### src/rtl/perf_pkg.sv
`default_nettype none

package perf_pkg;

  // ==========================================================================
  // widths and limits
  // ==========================================================================
  localparam int ADDR_W   = 28;
  localparam int DATA_W   = 32;
  localparam int STRB_W   = DATA_W / 8;            // also the byte stride per beat.
  localparam int ID_W     = 4;
  localparam int WB_ADR_W = 4;
  localparam int WB_DAT_W = 32;
  localparam int MAX_OUT  = 2;                     // bursts awaiting a response.
  localparam int OUT_W    = $clog2(MAX_OUT + 1);

  localparam logic [2:0] AXI_SIZE = 3'($clog2(STRB_W));
  localparam logic [1:0] AXI_INCR = 2'b01;
  localparam logic [1:0] AXI_OKAY = 2'b00;

  // ==========================================================================
  // register map and generator states
  // ==========================================================================
  typedef enum logic [WB_ADR_W-1:0] {
    REG_CTRL        = 4'd0,                        // bit 0 starts a run.
    REG_STATUS      = 4'd1,                        // bit 0 busy, bit 1 done.
    REG_BASE        = 4'd2,
    REG_BURSTS      = 4'd3,
    REG_LEN         = 4'd4,                        // beats minus one.
    REG_SEED        = 4'd5,
    REG_CYCLES      = 4'd6,
    REG_BEATS       = 4'd7,
    REG_CHECKSUM    = 4'd8,
    REG_ERRORS      = 4'd9,
    REG_DONE_BURSTS = 4'd10
  } reg_addr_e;

  typedef enum logic [1:0] {
    IDLE,
    RUN,
    DRAIN
  } gen_state_e;

  // ==========================================================================
  // channel and status bundles
  // ==========================================================================
  typedef struct packed {
    logic [ADDR_W-1:0] base;
    logic [15:0]       bursts;
    logic [7:0]        len;
    logic [DATA_W-1:0] seed;
  } perf_cfg_t;

  typedef struct packed {
    logic [ADDR_W-1:0] addr;
    logic [ID_W-1:0]   id;
    logic [7:0]        len;
    logic [2:0]        size;
    logic [1:0]        burst;
  } axi_aw_t;

  typedef struct packed {
    logic [DATA_W-1:0] data;
    logic [STRB_W-1:0] strb;
    logic              last;
  } axi_w_t;

  typedef struct packed {
    logic [ID_W-1:0] id;
    logic [1:0]      resp;
  } axi_b_t;

  typedef struct packed {
    logic [31:0] cycles;
    logic [31:0] beats;
    logic [15:0] done_bursts;
  } perf_stat_t;

  typedef struct packed {
    logic [DATA_W-1:0] checksum;
    logic [15:0]       errors;
  } sink_stat_t;

endpackage

`default_nettype wire
### src/rtl/axi_perf_top.sv
`timescale 1ns/1ns
`default_nettype none

module axi_perf_top
  import perf_pkg::*;
(
  input  logic                clk,
  input  logic                rst_n,
  input  logic                wb_cyc,
  input  logic                wb_stb,
  input  logic                wb_we,
  input  logic [WB_ADR_W-1:0] wb_adr,
  input  logic [WB_DAT_W-1:0] wb_dat_w,
  output logic [WB_DAT_W-1:0] wb_dat_r,
  output logic                wb_ack
);

  perf_cfg_t  cfg;
  perf_stat_t stat;
  sink_stat_t sink_stat;
  logic       start;
  logic       busy;

  // ==========================================================================
  // AXI4 write channels between the generator and the on-chip target
  // ==========================================================================
  axi_aw_t aw;
  axi_w_t  w;
  axi_b_t  b;
  logic    aw_valid;
  logic    aw_ready;
  logic    w_valid;
  logic    w_ready;
  logic    b_valid;
  logic    b_ready;

  perf_regs perf_regs_i (
    .clk      (clk),
    .rst_n    (rst_n),
    .wb_cyc   (wb_cyc),
    .wb_stb   (wb_stb),
    .wb_we    (wb_we),
    .wb_adr   (wb_adr),
    .wb_dat_w (wb_dat_w),
    .busy     (busy),
    .stat     (stat),
    .sink_stat(sink_stat),
    .wb_dat_r (wb_dat_r),
    .wb_ack   (wb_ack),
    .cfg      (cfg),
    .start    (start)
  );

  axi_wr_gen axi_wr_gen_i (
    .clk     (clk),
    .rst_n   (rst_n),
    .cfg     (cfg),
    .start   (start),
    .aw_ready(aw_ready),
    .w_ready (w_ready),
    .b       (b),
    .b_valid (b_valid),
    .aw      (aw),
    .aw_valid(aw_valid),
    .w       (w),
    .w_valid (w_valid),
    .b_ready (b_ready),
    .busy    (busy)
  );

  perf_stats perf_stats_i (
    .clk    (clk),
    .rst_n  (rst_n),
    .start  (start),
    .busy   (busy),
    .w_valid(w_valid),
    .w_ready(w_ready),
    .b_valid(b_valid),
    .b_ready(b_ready),
    .stat   (stat)
  );

  axi_wr_sink axi_wr_sink_i (
    .clk      (clk),
    .rst_n    (rst_n),
    .run_clear(start),                             // stats restart with each run.
    .aw       (aw),
    .aw_valid (aw_valid),
    .w        (w),
    .w_valid  (w_valid),
    .b_ready  (b_ready),
    .aw_ready (aw_ready),
    .w_ready  (w_ready),
    .b        (b),
    .b_valid  (b_valid),
    .sink_stat(sink_stat)
  );

endmodule

`default_nettype wire

### src/rtl/axi_wr_sink.sv
`timescale 1ns/1ns
`default_nettype none

module axi_wr_sink
  import perf_pkg::*;
(
  input  logic       clk,
  input  logic       rst_n,
  input  logic       run_clear,
  input  axi_aw_t    aw,
  input  logic       aw_valid,
  input  axi_w_t     w,
  input  logic       w_valid,
  input  logic       b_ready,
  output logic       aw_ready,
  output logic       w_ready,
  output axi_b_t     b,
  output logic       b_valid,
  output sink_stat_t sink_stat
);

  logic [ADDR_W-1:0] q_addr [2];
  logic [ID_W-1:0]   q_id   [2];
  logic [7:0]        q_len  [2];
  logic              wr_ptr;
  logic              rd_ptr;
  logic [1:0]        q_cnt;
  logic [7:0]        beat_idx;
  logic [ADDR_W-1:0] beat_addr;
  logic [15:0]       lfsr;
  logic              stall;
  logic              exp_last;
  logic              aw_hs;
  logic              w_hs;
  logic              pop;
  logic [ID_W-1:0]   b_id;

  assign stall     = lfsr[0] && lfsr[5];           // roughly one cycle in four.
  assign aw_ready  = q_cnt != 2'd2;
  assign w_ready   = q_cnt != 2'd0 && !stall && !(b_valid && !b_ready);
  assign aw_hs     = aw_valid && aw_ready;
  assign w_hs      = w_valid && w_ready;
  assign beat_addr = q_addr[rd_ptr] + ADDR_W'({beat_idx, 2'b00});
  assign exp_last  = beat_idx == q_len[rd_ptr];
  assign pop       = w_hs && exp_last;
  assign b.id      = b_id;
  assign b.resp    = AXI_OKAY;

  always_ff @(posedge clk) begin
    if (!rst_n) begin
      wr_ptr    <= 1'b0;
      rd_ptr    <= 1'b0;
      q_cnt     <= '0;
      beat_idx  <= '0;
      b_valid   <= 1'b0;
      lfsr      <= 16'hace1;
      sink_stat <= '0;
    end else begin
      lfsr  <= {lfsr[14:0], lfsr[15] ^ lfsr[13] ^ lfsr[12] ^ lfsr[10]};
      q_cnt <= q_cnt + 2'(aw_hs) - 2'(pop);
      if (aw_hs) begin
        wr_ptr <= !wr_ptr;
      end
      if (b_valid && b_ready) begin
        b_valid <= 1'b0;
      end
      if (w_hs) begin
        beat_idx <= pop ? 8'd0 : beat_idx + 8'd1;
      end
      if (pop) begin
        rd_ptr  <= !rd_ptr;
        b_valid <= 1'b1;                           // answer follows the last beat.
      end
      if (run_clear) begin
        sink_stat <= '0;
      end else if (w_hs) begin
        sink_stat.checksum <= sink_stat.checksum ^ w.data ^ DATA_W'(beat_addr);
        if (w.last != exp_last) begin
          sink_stat.errors <= sink_stat.errors + 16'd1;
        end
      end
    end
  end

  always_ff @(posedge clk) begin
    if (aw_hs) begin
      q_addr[wr_ptr] <= aw.addr;
      q_id[wr_ptr]   <= aw.id;
      q_len[wr_ptr]  <= aw.len;
    end
    if (pop) begin
      b_id <= q_id[rd_ptr];
    end
  end

endmodule

`default_nettype wire

### src/rtl/perf_stats.sv
`timescale 1ns/1ns
`default_nettype none

module perf_stats
  import perf_pkg::*;
(
  input  logic       clk,
  input  logic       rst_n,
  input  logic       start,
  input  logic       busy,
  input  logic       w_valid,
  input  logic       w_ready,
  input  logic       b_valid,
  input  logic       b_ready,
  output perf_stat_t stat
);

  logic [31:0] cycles;
  logic [31:0] beats;
  logic [15:0] done_bursts;

  assign stat.cycles      = cycles;
  assign stat.beats       = beats;
  assign stat.done_bursts = done_bursts;

  // counters hold their values once the run ends.
  always_ff @(posedge clk) begin
    if (!rst_n || start) begin
      cycles      <= '0;
      beats       <= '0;
      done_bursts <= '0;
    end else begin
      if (busy) begin
        cycles <= cycles + 32'd1;
      end
      if (w_valid && w_ready) begin
        beats <= beats + 32'd1;
      end
      if (b_valid && b_ready) begin
        done_bursts <= done_bursts + 16'd1;
      end
    end
  end

endmodule

`default_nettype wire

### src/rtl/axi_wr_gen.sv
`timescale 1ns/1ns
`default_nettype none

module axi_wr_gen
  import perf_pkg::*;
(
  input  logic      clk,
  input  logic      rst_n,
  input  perf_cfg_t cfg,
  input  logic      start,
  input  logic      aw_ready,
  input  logic      w_ready,
  input  axi_b_t    b,
  input  logic      b_valid,
  output axi_aw_t   aw,
  output logic      aw_valid,
  output axi_w_t    w,
  output logic      w_valid,
  output logic      b_ready,
  output logic      busy
);

  gen_state_e        state;
  perf_cfg_t         cfg_q;
  logic [15:0]       aw_cnt;
  logic [15:0]       aw_cnt_next;
  logic [ADDR_W-1:0] aw_addr;
  logic [ADDR_W-1:0] stride;
  logic [15:0]       w_cnt;
  logic [7:0]        w_beat;
  logic [DATA_W-1:0] w_data;
  logic [OUT_W-1:0]  out_cnt;
  logic [OUT_W-1:0]  out_next;
  logic [ID_W-1:0]   oldest_id;
  logic              aw_hs;
  logic              w_hs;
  logic              b_hs;
  logic              all_sent;

  assign aw_hs = aw_valid && aw_ready;
  assign w_hs  = w_valid && w_ready;

  // responses come back in order, so the oldest outstanding id is known.
  assign oldest_id = ID_W'(aw_cnt - 16'(out_cnt));
  assign b_hs      = b_valid && b_ready && b.id == oldest_id;

  assign aw_cnt_next = aw_cnt + 16'(aw_hs);
  assign out_next    = out_cnt + OUT_W'(aw_hs) - OUT_W'(b_hs);
  assign stride      = ADDR_W'({cfg_q.len, 2'b00}) + ADDR_W'(STRB_W);
  assign all_sent    = aw_cnt == cfg_q.bursts && w_cnt == cfg_q.bursts;

  assign aw.addr  = aw_addr;
  assign aw.id    = aw_cnt[ID_W-1:0];
  assign aw.len   = cfg_q.len;
  assign aw.size  = AXI_SIZE;
  assign aw.burst = AXI_INCR;
  assign w.data   = w_data;
  assign w.strb   = '1;
  assign w.last   = w_beat == cfg_q.len;
  assign b_ready  = 1'b1;
  assign busy     = state != IDLE;

  // ==========================================================================
  // run control
  // ==========================================================================
  always_ff @(posedge clk) begin
    if (!rst_n) begin
      state    <= IDLE;
      aw_valid <= 1'b0;
      w_valid  <= 1'b0;
      aw_cnt   <= '0;
      w_cnt    <= '0;
      w_beat   <= '0;
      out_cnt  <= '0;
    end else begin
      out_cnt <= out_next;
      case (state)
        IDLE: begin
          if (start) begin
            state    <= RUN;
            aw_cnt   <= '0;
            w_cnt    <= '0;
            w_beat   <= '0;
            aw_valid <= cfg.bursts != 16'd0;
            w_valid  <= cfg.bursts != 16'd0;
          end
        end
        RUN: begin
          aw_cnt   <= aw_cnt_next;
          aw_valid <= aw_cnt_next != cfg_q.bursts && out_next < MAX_OUT;
          if (w_hs) begin
            if (w.last) begin
              w_beat  <= '0;
              w_cnt   <= w_cnt + 16'd1;
              w_valid <= w_cnt + 16'd1 != cfg_q.bursts;
            end else begin
              w_beat <= w_beat + 8'd1;
            end
          end
          if (all_sent) begin
            state <= (out_next == '0) ? IDLE : DRAIN;   // busy drops right after last b.
          end
        end
        DRAIN: begin
          if (out_next == '0) begin
            state <= IDLE;
          end
        end
        default: state <= IDLE;
      endcase
    end
  end

  // ==========================================================================
  // address and data pattern
  // ==========================================================================
  always_ff @(posedge clk) begin
    if (start && !busy) begin
      cfg_q   <= cfg;
      aw_addr <= cfg.base;
      w_data  <= cfg.seed;
    end else begin
      if (aw_hs) begin
        aw_addr <= aw_addr + stride;
      end
      if (w_hs) begin
        w_data <= w_data + DATA_W'(1);             // seed plus run beat index.
      end
    end
  end

endmodule

`default_nettype wire

### src/rtl/perf_regs.sv
`timescale 1ns/1ns
`default_nettype none

module perf_regs
  import perf_pkg::*;
(
  input  logic                clk,
  input  logic                rst_n,
  input  logic                wb_cyc,
  input  logic                wb_stb,
  input  logic                wb_we,
  input  logic [WB_ADR_W-1:0] wb_adr,
  input  logic [WB_DAT_W-1:0] wb_dat_w,
  input  logic                busy,
  input  perf_stat_t          stat,
  input  sink_stat_t          sink_stat,
  output logic [WB_DAT_W-1:0] wb_dat_r,
  output logic                wb_ack,
  output perf_cfg_t           cfg,
  output logic                start
);

  logic                req;
  logic                busy_q;
  logic                done;
  logic [WB_DAT_W-1:0] rdata;
  reg_addr_e           addr;

  assign req  = wb_cyc && wb_stb && !wb_ack;      // first cycle of a transfer.
  assign addr = reg_addr_e'(wb_adr);

  always_comb begin
    rdata = '0;
    case (addr)
      REG_STATUS:      rdata[1:0]        = {done, busy};
      REG_BASE:        rdata[ADDR_W-1:0] = cfg.base;
      REG_BURSTS:      rdata[15:0]       = cfg.bursts;
      REG_LEN:         rdata[7:0]        = cfg.len;
      REG_SEED:        rdata[DATA_W-1:0] = cfg.seed;
      REG_CYCLES:      rdata             = stat.cycles;
      REG_BEATS:       rdata             = stat.beats;
      REG_CHECKSUM:    rdata[DATA_W-1:0] = sink_stat.checksum;
      REG_ERRORS:      rdata[15:0]       = sink_stat.errors;
      REG_DONE_BURSTS: rdata[15:0]       = stat.done_bursts;
      default:         rdata             = '0;   // ctrl reads back as zero.
    endcase
  end

  always_ff @(posedge clk) begin
    if (!rst_n) begin
      wb_ack <= 1'b0;
      start  <= 1'b0;
      cfg    <= '0;
      busy_q <= 1'b0;
      done   <= 1'b0;
    end else begin
      wb_ack <= req;
      start  <= req && wb_we && addr == REG_CTRL && wb_dat_w[0] && !busy;
      busy_q <= busy;
      if (start) begin
        done <= 1'b0;
      end else if (busy_q && !busy) begin
        done <= 1'b1;                              // run just finished.
      end
      if (req && wb_we) begin
        case (addr)
          REG_BASE:   cfg.base   <= wb_dat_w[ADDR_W-1:0];
          REG_BURSTS: cfg.bursts <= wb_dat_w[15:0];
          REG_LEN:    cfg.len    <= wb_dat_w[7:0];
          REG_SEED:   cfg.seed   <= wb_dat_w[DATA_W-1:0];
          default:    cfg        <= cfg;
        endcase
      end
    end
  end

  // read data is captured with the request and shows up with ack.
  always_ff @(posedge clk) begin
    if (req) begin
      wb_dat_r <= rdata;
    end
  end

endmodule

`default_nettype wire

### config.mk
export PLATFORM = sky130hd
export DESIGN_NAME = axi_perf_top
export DESIGN_NICKNAME = d
export VERILOG_FILES = /design/src/rtl/perf_pkg.sv /design/src/rtl/axi_perf_top.sv /design/src/rtl/axi_wr_sink.sv /design/src/rtl/perf_stats.sv /design/src/rtl/axi_wr_gen.sv /design/src/rtl/perf_regs.sv
export SDC_FILE = /design/constraint.sdc
export NUM_CORES = 1
export LEC_CHECK = 0
export BUFFER_PORTS_ARGS = -buffer_cell sky130_fd_sc_hd__buf_2
export CORE_UTILIZATION = 40
export DETAILED_ROUTE_END_ITERATION = 8
export GPL_ROUTABILITY_DRIVEN = 0
export SLEW_MARGIN = 20
export SYNTH_ARGS = -nofsm -noshare
export SYNTH_HDL_FRONTEND = slang
export SYNTH_SLANG_ARGS = --single-unit
### constraint.sdc
create_clock -name clk -period 3.8 [get_ports clk]
set_input_delay 0.57 -clock clk [delete_from_list [all_inputs] [get_ports clk]]
set_output_delay 0.57 -clock clk [all_outputs]
set_load 0.01 [all_outputs]
### Word level (Yosys, flattened, before mapping)

Memories as Yosys holds them, arrays and structs flattened. A register that Yosys moved wholly into a read port is not among the register bits.
Index checks and enable logic that the tools add are counted.

| operators by class | value |
|---|---|
| bitwise logic cells | 6 |
| $add $sub $neg | 17 |
| equality and inequality tests | 26 |
| magnitude comparators | 1 |
| reduce and logical (&&, ||, !) cells | 42 |
| mux-type cells | 36 |

Operators by type and width:

| operator | number |
|---|---|
| $add A32 B1 Y32 const B | 3 |
| $mux W32 | 2 |
| $pmux W16 S2 | 2 |
| $pmux W8 S8 | 1 |
| $pmux W12 S5 | 1 |
| $mux W28 | 2 |
| $pmux W6 S9 | 1 |
| $add A16 B1 Y16 const B | 3 |
| $mux W16 | 3 |
| $eq A16 B16 Y1 | 2 |
| $mux W8 | 4 |
| $ne A16 B16 Y1 | 2 |
| $xor A32 B28 Y32 | 1 |
| $xor A32 B32 Y32 | 1 |
| $add A28 B10 Y28 | 1 |
| $add A28 B28 Y28 | 1 |
| $pmux W2 S10 | 1 |
| $add A16 B1 Y16 | 1 |
| $add A8 B1 Y8 const B | 2 |
| $eq A4 B3 Y1 const B | 4 |
| $eq A8 B8 Y1 | 2 |
| $logic_and A1 B1 Y1 | 16 |
| $pmux W4 S4 | 1 |
| $pmux W8 S2 | 1 |
| 30 further kinds | 70 |

| storage, ports and cells | value |
|---|---|
| memories | 3 |
| output and inout bits | 33 |
| RAM bits | 80 |
| bits in registers | 407 |

Memory list:

| memory | words | width | rd ports | clocked after memory_dff | write ports | line | source |
|---|---|---|---|---|---|---|---|
| axi_wr_sink_i.q_addr | 2 | 28 | 1 | 1 | 1 | axi_wr_sink.sv:22 | `logic [ADDR_W-1:0] q_addr [2];` |
| axi_wr_sink_i.q_len | 2 | 8 | 1 | 1 | 1 | axi_wr_sink.sv:24 | `logic [7:0] q_len [2];` |
| axi_wr_sink_i.q_id | 2 | 4 | 1 | 1 | 1 | axi_wr_sink.sv:23 | `logic [ID_W-1:0] q_id [2];` |

### Logic depth before layout (Yosys ltp)

Gate-level depths: netlist of run 1.

| logic depth | value |
|---|---|
| depth in word-level cells | 8 |
| gate-level depth with buffers | 16 |
| depth with buffers taken out | 14 |

### Hierarchy

From an unflattened synthesis of run 1, not the netlist that was laid out.

| second synthesis, totals | value |
|---|---|
| cell total of the unflattened synthesis | 2,672 |
| area total of the unflattened synthesis | 25,677.1 um2 |

By module, submodules not included:

| module | sequential area each (um2) | times used | cells an instance | area an instance (um2) |
|---|---|---|---|---|
| axi_wr_gen | 3,443.3 | 1 | 901 | 8,169.1 |
| axi_wr_sink | 4,083.9 | 1 | 692 | 7,758.7 |
| perf_regs | 2,722.6 | 1 | 636 | 6,013.3 |
| perf_stats | 1,601.5 | 1 | 443 | 3,736.1 |

### Worst setup path after synthesis of run 1

OpenSTA, ideal clock, no wires.

| path | value |
|---|---|
| path kind | input to register |
| from | in wb_cyc |
| to | reg, netlist name perf_regs_i.cfg[46] |
| cell stages on the path | 7 |
| slack | -0.032 ns |
| data required time | 3.672 ns |
| arrival time | 3.704 ns |
| cells stage by stage | nand2_1 nor2_1 nand3_1 nor2_1 clkbuf_1 mux2i_1 nor2_1 |

| between the ends | value |
|---|---|
| cells in the longest elaborated chain, start to end | 4 |

Ends and longest elaborated chain:

| what | line | source |
|---|---|---|
| start, declared | axi_perf_top.sv:9 | `input logic wb_cyc,` |
| $logic_and A1 B1 Y1 (2 in a row) | perf_regs.sv:29 | `assign req = wb_cyc && wb_stb && !wb_ack;` |
| net perf_regs_i.req | perf_regs.sv:23 | `logic req;` |
| $logic_and A1 B1 Y1 | perf_regs.sv:65 | `if (req && wb_we) begin` |
| $reduce_and A2 Y1 (no source line) | n/a |  |

The timed path passes the listed nets, and every way through them passes these cells.
A chain may end at the register's enable or synchronous reset.

### Final worst setup path of run 1

| path | value |
|---|---|
| from | reg axi_wr_gen_i.cfg_q, in the netlist axi_wr_gen_i.aw[5] |
| to | reg axi_wr_gen_i.aw_addr[22], data pin |

| between the ends | value |
|---|---|
| cells in the longest elaborated chain, start to end | 4 |

Ends and longest elaborated chain:

| what | line | source |
|---|---|---|
| start, declared | axi_wr_gen.sv:24 | `perf_cfg_t cfg_q;` |
| start signal, assigned | axi_wr_gen.sv:119 | `cfg_q <= cfg;` |
| $add A10 B3 Y11 | axi_wr_gen.sv:49 | `assign stride = ADDR_W'({cfg_q.len, 2'b00}) + ADDR_W'(STRB_W);` |
| $add A28 B28 Y28 | axi_wr_gen.sv:124 | `aw_addr <= aw_addr + stride;` |
| $mux W28 | axi_wr_gen.sv:123 | `if (aw_hs) begin` |
| $mux W28 | axi_wr_gen.sv:118 | `if (start && !busy) begin` |
| end signal, assigned | axi_wr_gen.sv:120 | `aw_addr <= cfg.base;` |
| end signal, assigned | axi_wr_gen.sv:124 |  |
| end, declared | axi_wr_gen.sv:27 | `logic [ADDR_W-1:0] aw_addr;` |

No other way between the ends. The select of a mux whose other input is x is not followed.

==> run metrics, run 1 <==
CTS Sinks slightly below 500; Crit. End Element flop; Primary FF master, synth dfxtp_1; Cell Area, Placed 24970 sq um; CP max stage delay 490 ps; gr ovfl total 0; via count 19040; # fillers 5470; TNS Setup 0 ps; Finished Layout Cells approximately 3300; max-cap violation count 0; Most common cell on crit path o21ai_0; critical path class reg2reg; vias per cell ~5.7; CTS resizes 0; CP Launch Type flop; synth-to-layout area growth 12.35%; Detailed Route WL about 70000 um; outcome completed; Core ar. just under 60000 sq um; Post-route DRC 0; EDFF count, synth 200; unrepaired setup endpoints after global routing false; I/O Buffers 73; Finished Cell Area around 27000 sq um; register area share after synthesis about 50%; DP Wirelength between 40000 and 50000 um; Synth Net Count roughly 2500; Initial Util around two fifths; fin nets between 2000 and 3000; vias in the first global route between 15000 and 20000; max_slew headroom a little under two fifths; synth top area cells edfxtp_1, dfxtp_1, xor2_1, nand2_1, xnor2_1; Clock Skew about 17 ps; final worst-path cycle share a little under nine tenths; syn_area_per_cell between 9 and 10 sq um; Setup Fix Bufs, Post-CTS 0; worst setup margin 554.0 ps; worst path cell trace ha_1 -> fa_1 -> a21o_1 -> a21oi_1 -> o21ai_0 -> a2111oi_1 -> buf_4 -> nor3_1 -> xnor2_1 -> o21ai_0; Slew @ Worst Pin 934.0 ps; pin count of the biggest net entering global routing a little under 70; hold buffers post-CTS 0; Reg clk slew, reported paths roughly 60 ps; Reg2Reg Setup Slack around 550 ps; row cnt approximately 90; Top Ports 74; final antenna-violating net count 0; Die X-Extent between 200 and 250 um; Final Slew Violations 0; Max H-tree Level 2; CTS tree built; most common cell after layout, fill and taps aside nand2_1; root buffer cell clkbuf_16; Crit-path slowest cell edfxtp_1; Leak Pwr ~9.0 nW; total of warnings raised by yosys 0; Final min period 3246 ps; Peak VDD IR ~0.29 mV; global-route usage over all layers a little under a quarter; Clock Path Buffers 3; Die ar. ~60000 sq um; synthesized instance count approximately 2500; # setup viols final 0; Die Ht roughly 250 um; WP data arrival 3550 ps; synthesized flop and latch total between 400 and 500; Fin. Hold Viols 0; library cells used by synthesis 72; first-pass GRT wire length roughly 110000 um; Tot Pwr 10.65 mW; DR pass1 iterations 6; clk_lat worst skew about 600 ps; most frequent cells in the layout nand2_1, dfxtp_1, edfxtp_1, nor2_1, a21oi_1; Place WS around 550 ps; worst path required time between 4000 and 5000 ps; Max Fclk ~310 MHz; Crit Path Max Fanout 8; post-DR wirelength/cell roughly 21 um; share of synthesized registers carrying an async set or reset 0%; share of post-route cells with drive strength above 1 under 10%; mapped cell area between 20000 and 25000 sq um; initial antenna violation count 7; Placed Cells ~3200; area share of the largest cell type after synthesis between 20 and 30%; Iter 0 DRT Violations 1941; Pwr Density about 400 nW/um^2; cts bufs inserted 52; post-synth top area cell edfxtp_1; Tightest Hold Check Type in2reg
-- power by group --
group | switching, mW | internal, mW
Clock | 2.15 | 2.77
Combinational | 0.166 | 0.0591
Sequential | 0.0168 | 5.49
Total | 2.33 | 8.32
-- registers in the layout (all words and copies together), names as in the netlist, 2 cells and up, named ones only --
signal and flops:
axi_wr_gen_i.w_cnt 16, perf_regs_i.cfg 84, axi_wr_gen_i.out_cnt 2, axi_wr_gen_i.aw 8, perf_regs_i.wb_dat_r 32, axi_wr_sink_i.q_addr 56, axi_wr_sink_i.lfsr 16, perf_stats_i.beats 32
axi_wr_gen_i.aw_cnt 16, axi_wr_gen_i.aw_addr 28, axi_wr_sink_i.q_cnt 2, axi_wr_gen_i.cfg_q 16, perf_stats_i.done_bursts 16, perf_stats_i.cycles 32, axi_wr_sink_i.q_len 16, axi_wr_sink_i.beat_idx 8
axi_wr_sink_i.q_id 8, axi_wr_gen_i.state 2, axi_wr_gen_i.w_data 32, axi_wr_gen_i.w_beat 8, axi_wr_sink_i.sink_stat 48, axi_wr_sink_i.b_id 4
-- cells in the mapped netlist (all sizes together) (12+ instances only) --
| master | instances |
|---|---|
| nand2 | 326 |
| dfxtp | 292 |
| nor2 | 202 |
| edfxtp | 200 |
| a21oi | 158 |
| xor2 | 145 |
| xnor2 | 135 |
| nand3 | 118 |
| o21ai | 109 |
| clkbuf | 106 |
| a22oi | 80 |
| and3 | 52 |
| mux2i | 50 |
| nand4 | 49 |
| nor3 | 44 |
| or3 | 40 |
| ha | 34 |
| inv | 29 |
| and2 | 24 |
| o211ai | 23 |
| nand2b | 20 |
| nor4 | 18 |
| and4 | 17 |
| mux2 | 16 |
| nor2b | 15 |
| buf | 12 |
-- cell families after synthesis --
logic type,share of synthesized area [%]
buf+inv,2.491
flops,50.10
simple gates,19.63
fa+ha+maj,2.052
xor+xnor,10.37
compound gates,12.49
mux,2.877
-- routing by layer --
metal  GRT usage, %  vias up  routed length [um]
li1               -     8949                   -
met1          34.31     9194               32200
met2          33.96      779               30030
met3          4.122      119                5887
met4          7.776        0                2092
met5              0        -                   0
-- layout make-up --
| cell class | count | area [sq um] | share of cell area (%) |
|---|---|---|---|
| tap | 765 | 957.2 | 3.601 |
| timing repair buffer | 125 | 768.2 | 2.890 |
| antenna | 5 | 12.51 | 0.04707 |
| sequential | 492 | 11850 | 44.59 |
| clock inverter | 29 | 209.0 | 0.7861 |
| inverter | 30 | 117.6 | 0.4425 |
| clock buffer | 67 | 1389 | 5.225 |
| multi-input combinational | 1818 | 11270 | 42.42 |
-- metrics by stage --
stage / util [%] / hold slack, ps
CTS: 45.79 / 181.6
floorplan: - / 386.3
detailed placement: 43.03 / 398.4
global route: 45.80 / 207.4
finish: 45.81 / 205.0
global placement: 43.03 / 390.8
-- final timing paths --
kind	start	cells after the start	to
setup / recovery	axi_wr_gen_i.aw[5]	10	axi_wr_gen_i.aw_addr[22]
hold / removal	wb_dat_w[30]	3	perf_regs_i.cfg[30]
setup reg to reg	axi_wr_gen_i.aw[5]	10	axi_wr_gen_i.aw_addr[22]
hold reg to reg	axi_wr_sink_i.lfsr[14]	1	axi_wr_sink_i.lfsr[15]
-- worst max-delay path, delay by kind of cell (launching register included) --
family,cells,cell delay [ps]
DFF,1,490
and+or+nand+nor,1,80
buffers and inverters,1,250
xor gates and xnor gates,1,120
AOI/OAI and AO/OA,5,1190
adders and majority gates,2,820
No activity file was read; power rests on OpenSTA's default activity.
==> inputs of run 2 (changes only) <==
Settings changed: BUFFER_PORTS_ARGS -buffer_cell sky130_fd_sc_hd__buf_2 to unset, CORE_ASPECT_RATIO set to 0.8, DONT_BUFFER_PORTS set to 1.
==> run 2 against run 1 <==
Non-clock buffer count decreased by 74. Critical path depth decreased by 1. Largest cell class unchanged. Fmax decreased by 6.0%. Global-route usage decreased by 0.36 points. Count of clock-buffer cells in the layout increased by 16. Core utilization decreased by 0.64 points. Register-to-register slack got worse by 210 ps. Total power increased by 1.8%. Setup slack got worse by 210 ps. Via count decreased by 2.0%. Sequential share of layout area increased by 0.40 points. Clock power increased by 5.1%.
==> run metrics, run 2 (synthesized netlist as in run 1, its figures left out) <==
final antenna-violating net count 0; most common cell after layout, fill and taps aside nand2_1; Tightest Hold Check Type in2reg; Max H-tree Level 2; DR pass1 iterations 8; Reg power frac 50.9%; Die ar. between 60000 and 70000 sq um; critical path class reg2reg; max_slew headroom a little over a quarter; cts bufs inserted 53; Detailed Route WL a little under 70000 um; DP Wirelength 49430 um; Final min period roughly 3500 ps; initial antenna violation count 3; unrepaired setup endpoints after global routing false; min-delay src rst_n; CP Launch Type flop; Top Ports 74; Clock Skew roughly 22 ps; CTS resizes 0; post-DR wirelength/cell 21.19 um; Pwr Density 411.4 nW/um^2; Setup Fix Bufs, Post-CTS 0; share of post-route cells with drive strength above 1 between 7 and 8%; Fin. Hold Viols 0; Leak Pwr 8.753 nW; final worst-path cycle share a little over 90%; Post-route DRC 0; biggest registers after layout perf_regs_i.cfg: 84 flops, axi_wr_sink_i.q_addr: 56 flops, axi_wr_sink_i.sink_stat: 48 flops; net switching power roughly 2.3 mW; CTS Sinks 492; Final Slew Violations 0; Crit-path slowest cell a211oi_1; TNS Setup 0 ps; Clock Path Buffers 3; pin count of the biggest net entering global routing 109; row cnt between 70 and 80; Core ar. 58320 sq um; synth-to-layout area growth 11.35%; Peak VDD IR roughly 0.36 mV; Initial Util about 41%; Reg clk slew, reported paths around 60 ps; hold buffers post-CTS 0; # fillers 5494; first-pass GRT wire length ~100000 um; Crit Path Max Fanout 19; outcome completed; Iter 0 DRT Violations around 2100; clock share of power a little under half; I/O Buffers 0; WP data arrival roughly 4000 ps; CP max stage delay 760 ps; Hold WS 44.90 ps; Die Ht ~220 um; global-route usage over all layers 22.89%; clk_lat worst skew approximately 620 ps; Tot Pwr between 10 and 15 mW; Max Fclk 289.5 MHz; worst path cell trace mux2_2 -> ha_1 -> a21o_1 -> nand4_1 -> a211oi_1 -> o21ai_0 -> xnor2_1 -> or3_1 -> a21oi_1; Comb power frac ~1.5%; max-cap violation count 0; Crit. End Element flop; vias per cell about 5.7; CTS tree built; fin nets between 2000 and 3000; sw frac between 20% and 30%; Int Power ~8.5 mW; Die X-Extent between 200 and 300 um; # setup viols final 0; Top reg by flops perf_regs_i.cfg; gr ovfl total 0; max reg flops 84; root buffer cell clkbuf_16; most frequent cells in the layout nand2_1, dfxtp_1, edfxtp_1, nor2_1, a21oi_1; Largest delay share family, worst path compound AO/OA/AOI/OAI gates; via count roughly 19000; worst path required time between 4000 and 5000 ps; vias in the first global route 17190; Slew @ Worst Pin about 1100 ps; Critical path buffers and inverters 0
-- run 2: changes by cell type in the layout (fill, tap and decap cells not counted), moves of 2 or more --
| cell | before | now |
|---|---|---|
| buf_2 | 73 | 0 |
| clkbuf_1 | 13 | 17 |
| clkbuf_8 | 1 | 11 |
| clkinv_1 | 15 | 4 |
| clkinv_2 | 8 | 6 |
| clkinv_8 | 0 | 2 |
| diode_2 | 5 | 1 |
-- run 2: per-stage QoR --
| step | util, % | std cells | setup WS (ps) | instance area [sq um] |
|---|---|---|---|---|
| global route | 45.17 | 3260 | 72.50 | 26340 |
| floorplan | - | 2458 | 77.32 | 23660 |
| global placement | 42.19 | 3160 | 406.1 | 24600 |
| CTS | 45.17 | 3260 | 385.8 | 26340 |
| detailed placement | 42.19 | 3160 | 394.5 | 24600 |
| finish | 45.17 | 3261 | 345.4 | 26340 |
-- run 2: worst register-to-register path, cell delays in order (launching register included) --
cell and delay [ps]:
dfxtp_2 670, mux2_2 420, ha_1 350, a21o_1 150, nand4_1 150, a211oi_1 760
o21ai_0 260, xnor2_1 190, or3_1 310, a21oi_1 140
-- run 2: power groups by stage --
stage	combinational, mW	sequential, mW	clock, mW
5_1_grt	0.171	5.51	5.46
3_5_place_dp	0.158	5.63	0
3_3_place_gp	0.156	5.63	0
2_1_floorplan	0.107	5.62	0
6_report	0.158	5.51	5.17
4_1_cts	0.158	5.51	5.25
-- run 2: metal layers --
metal  vias up  global-route usage [%]  routed length [um]
met5         -                       0                  10
met3        98                   5.503                7279
met4         2                   7.130                1848
li1       8809                       -                   -
met2       768                   30.79               27000
met1      8983                   35.30               32950
-- run 2: final timing paths --
| path | cells past startpoint | endpoint | slack (ps) |
|---|---|---|---|
| worst min-delay path | 1 | axi_wr_sink_i.lfsr[0] | 40 |
| worst max register to register | 9 | axi_wr_sink_i.sink_stat[30] | 350 |
| worst min register to register | 1 | axi_wr_sink_i.lfsr[10] | 410 |
| worst max-delay path | 9 | axi_wr_sink_i.sink_stat[30] | 350 |
-- run 2: final cells by class --
| class | instances | area, sq um | area share, % |
|---|---|---|---|
| flip-flops and latches | 492 | 11850 | 44.99 |
| well taps | 769 | 962.2 | 3.653 |
| clock inverters | 17 | 161.4 | 0.6127 |
| repair buffers | 51 | 395.4 | 1.501 |
| multi-input cells | 1818 | 11280 | 42.81 |
| diodes | 1 | 2.502 | 0.009499 |
| clock buffers | 83 | 1574 | 5.975 |
| inverters | 30 | 117.6 | 0.4465 |
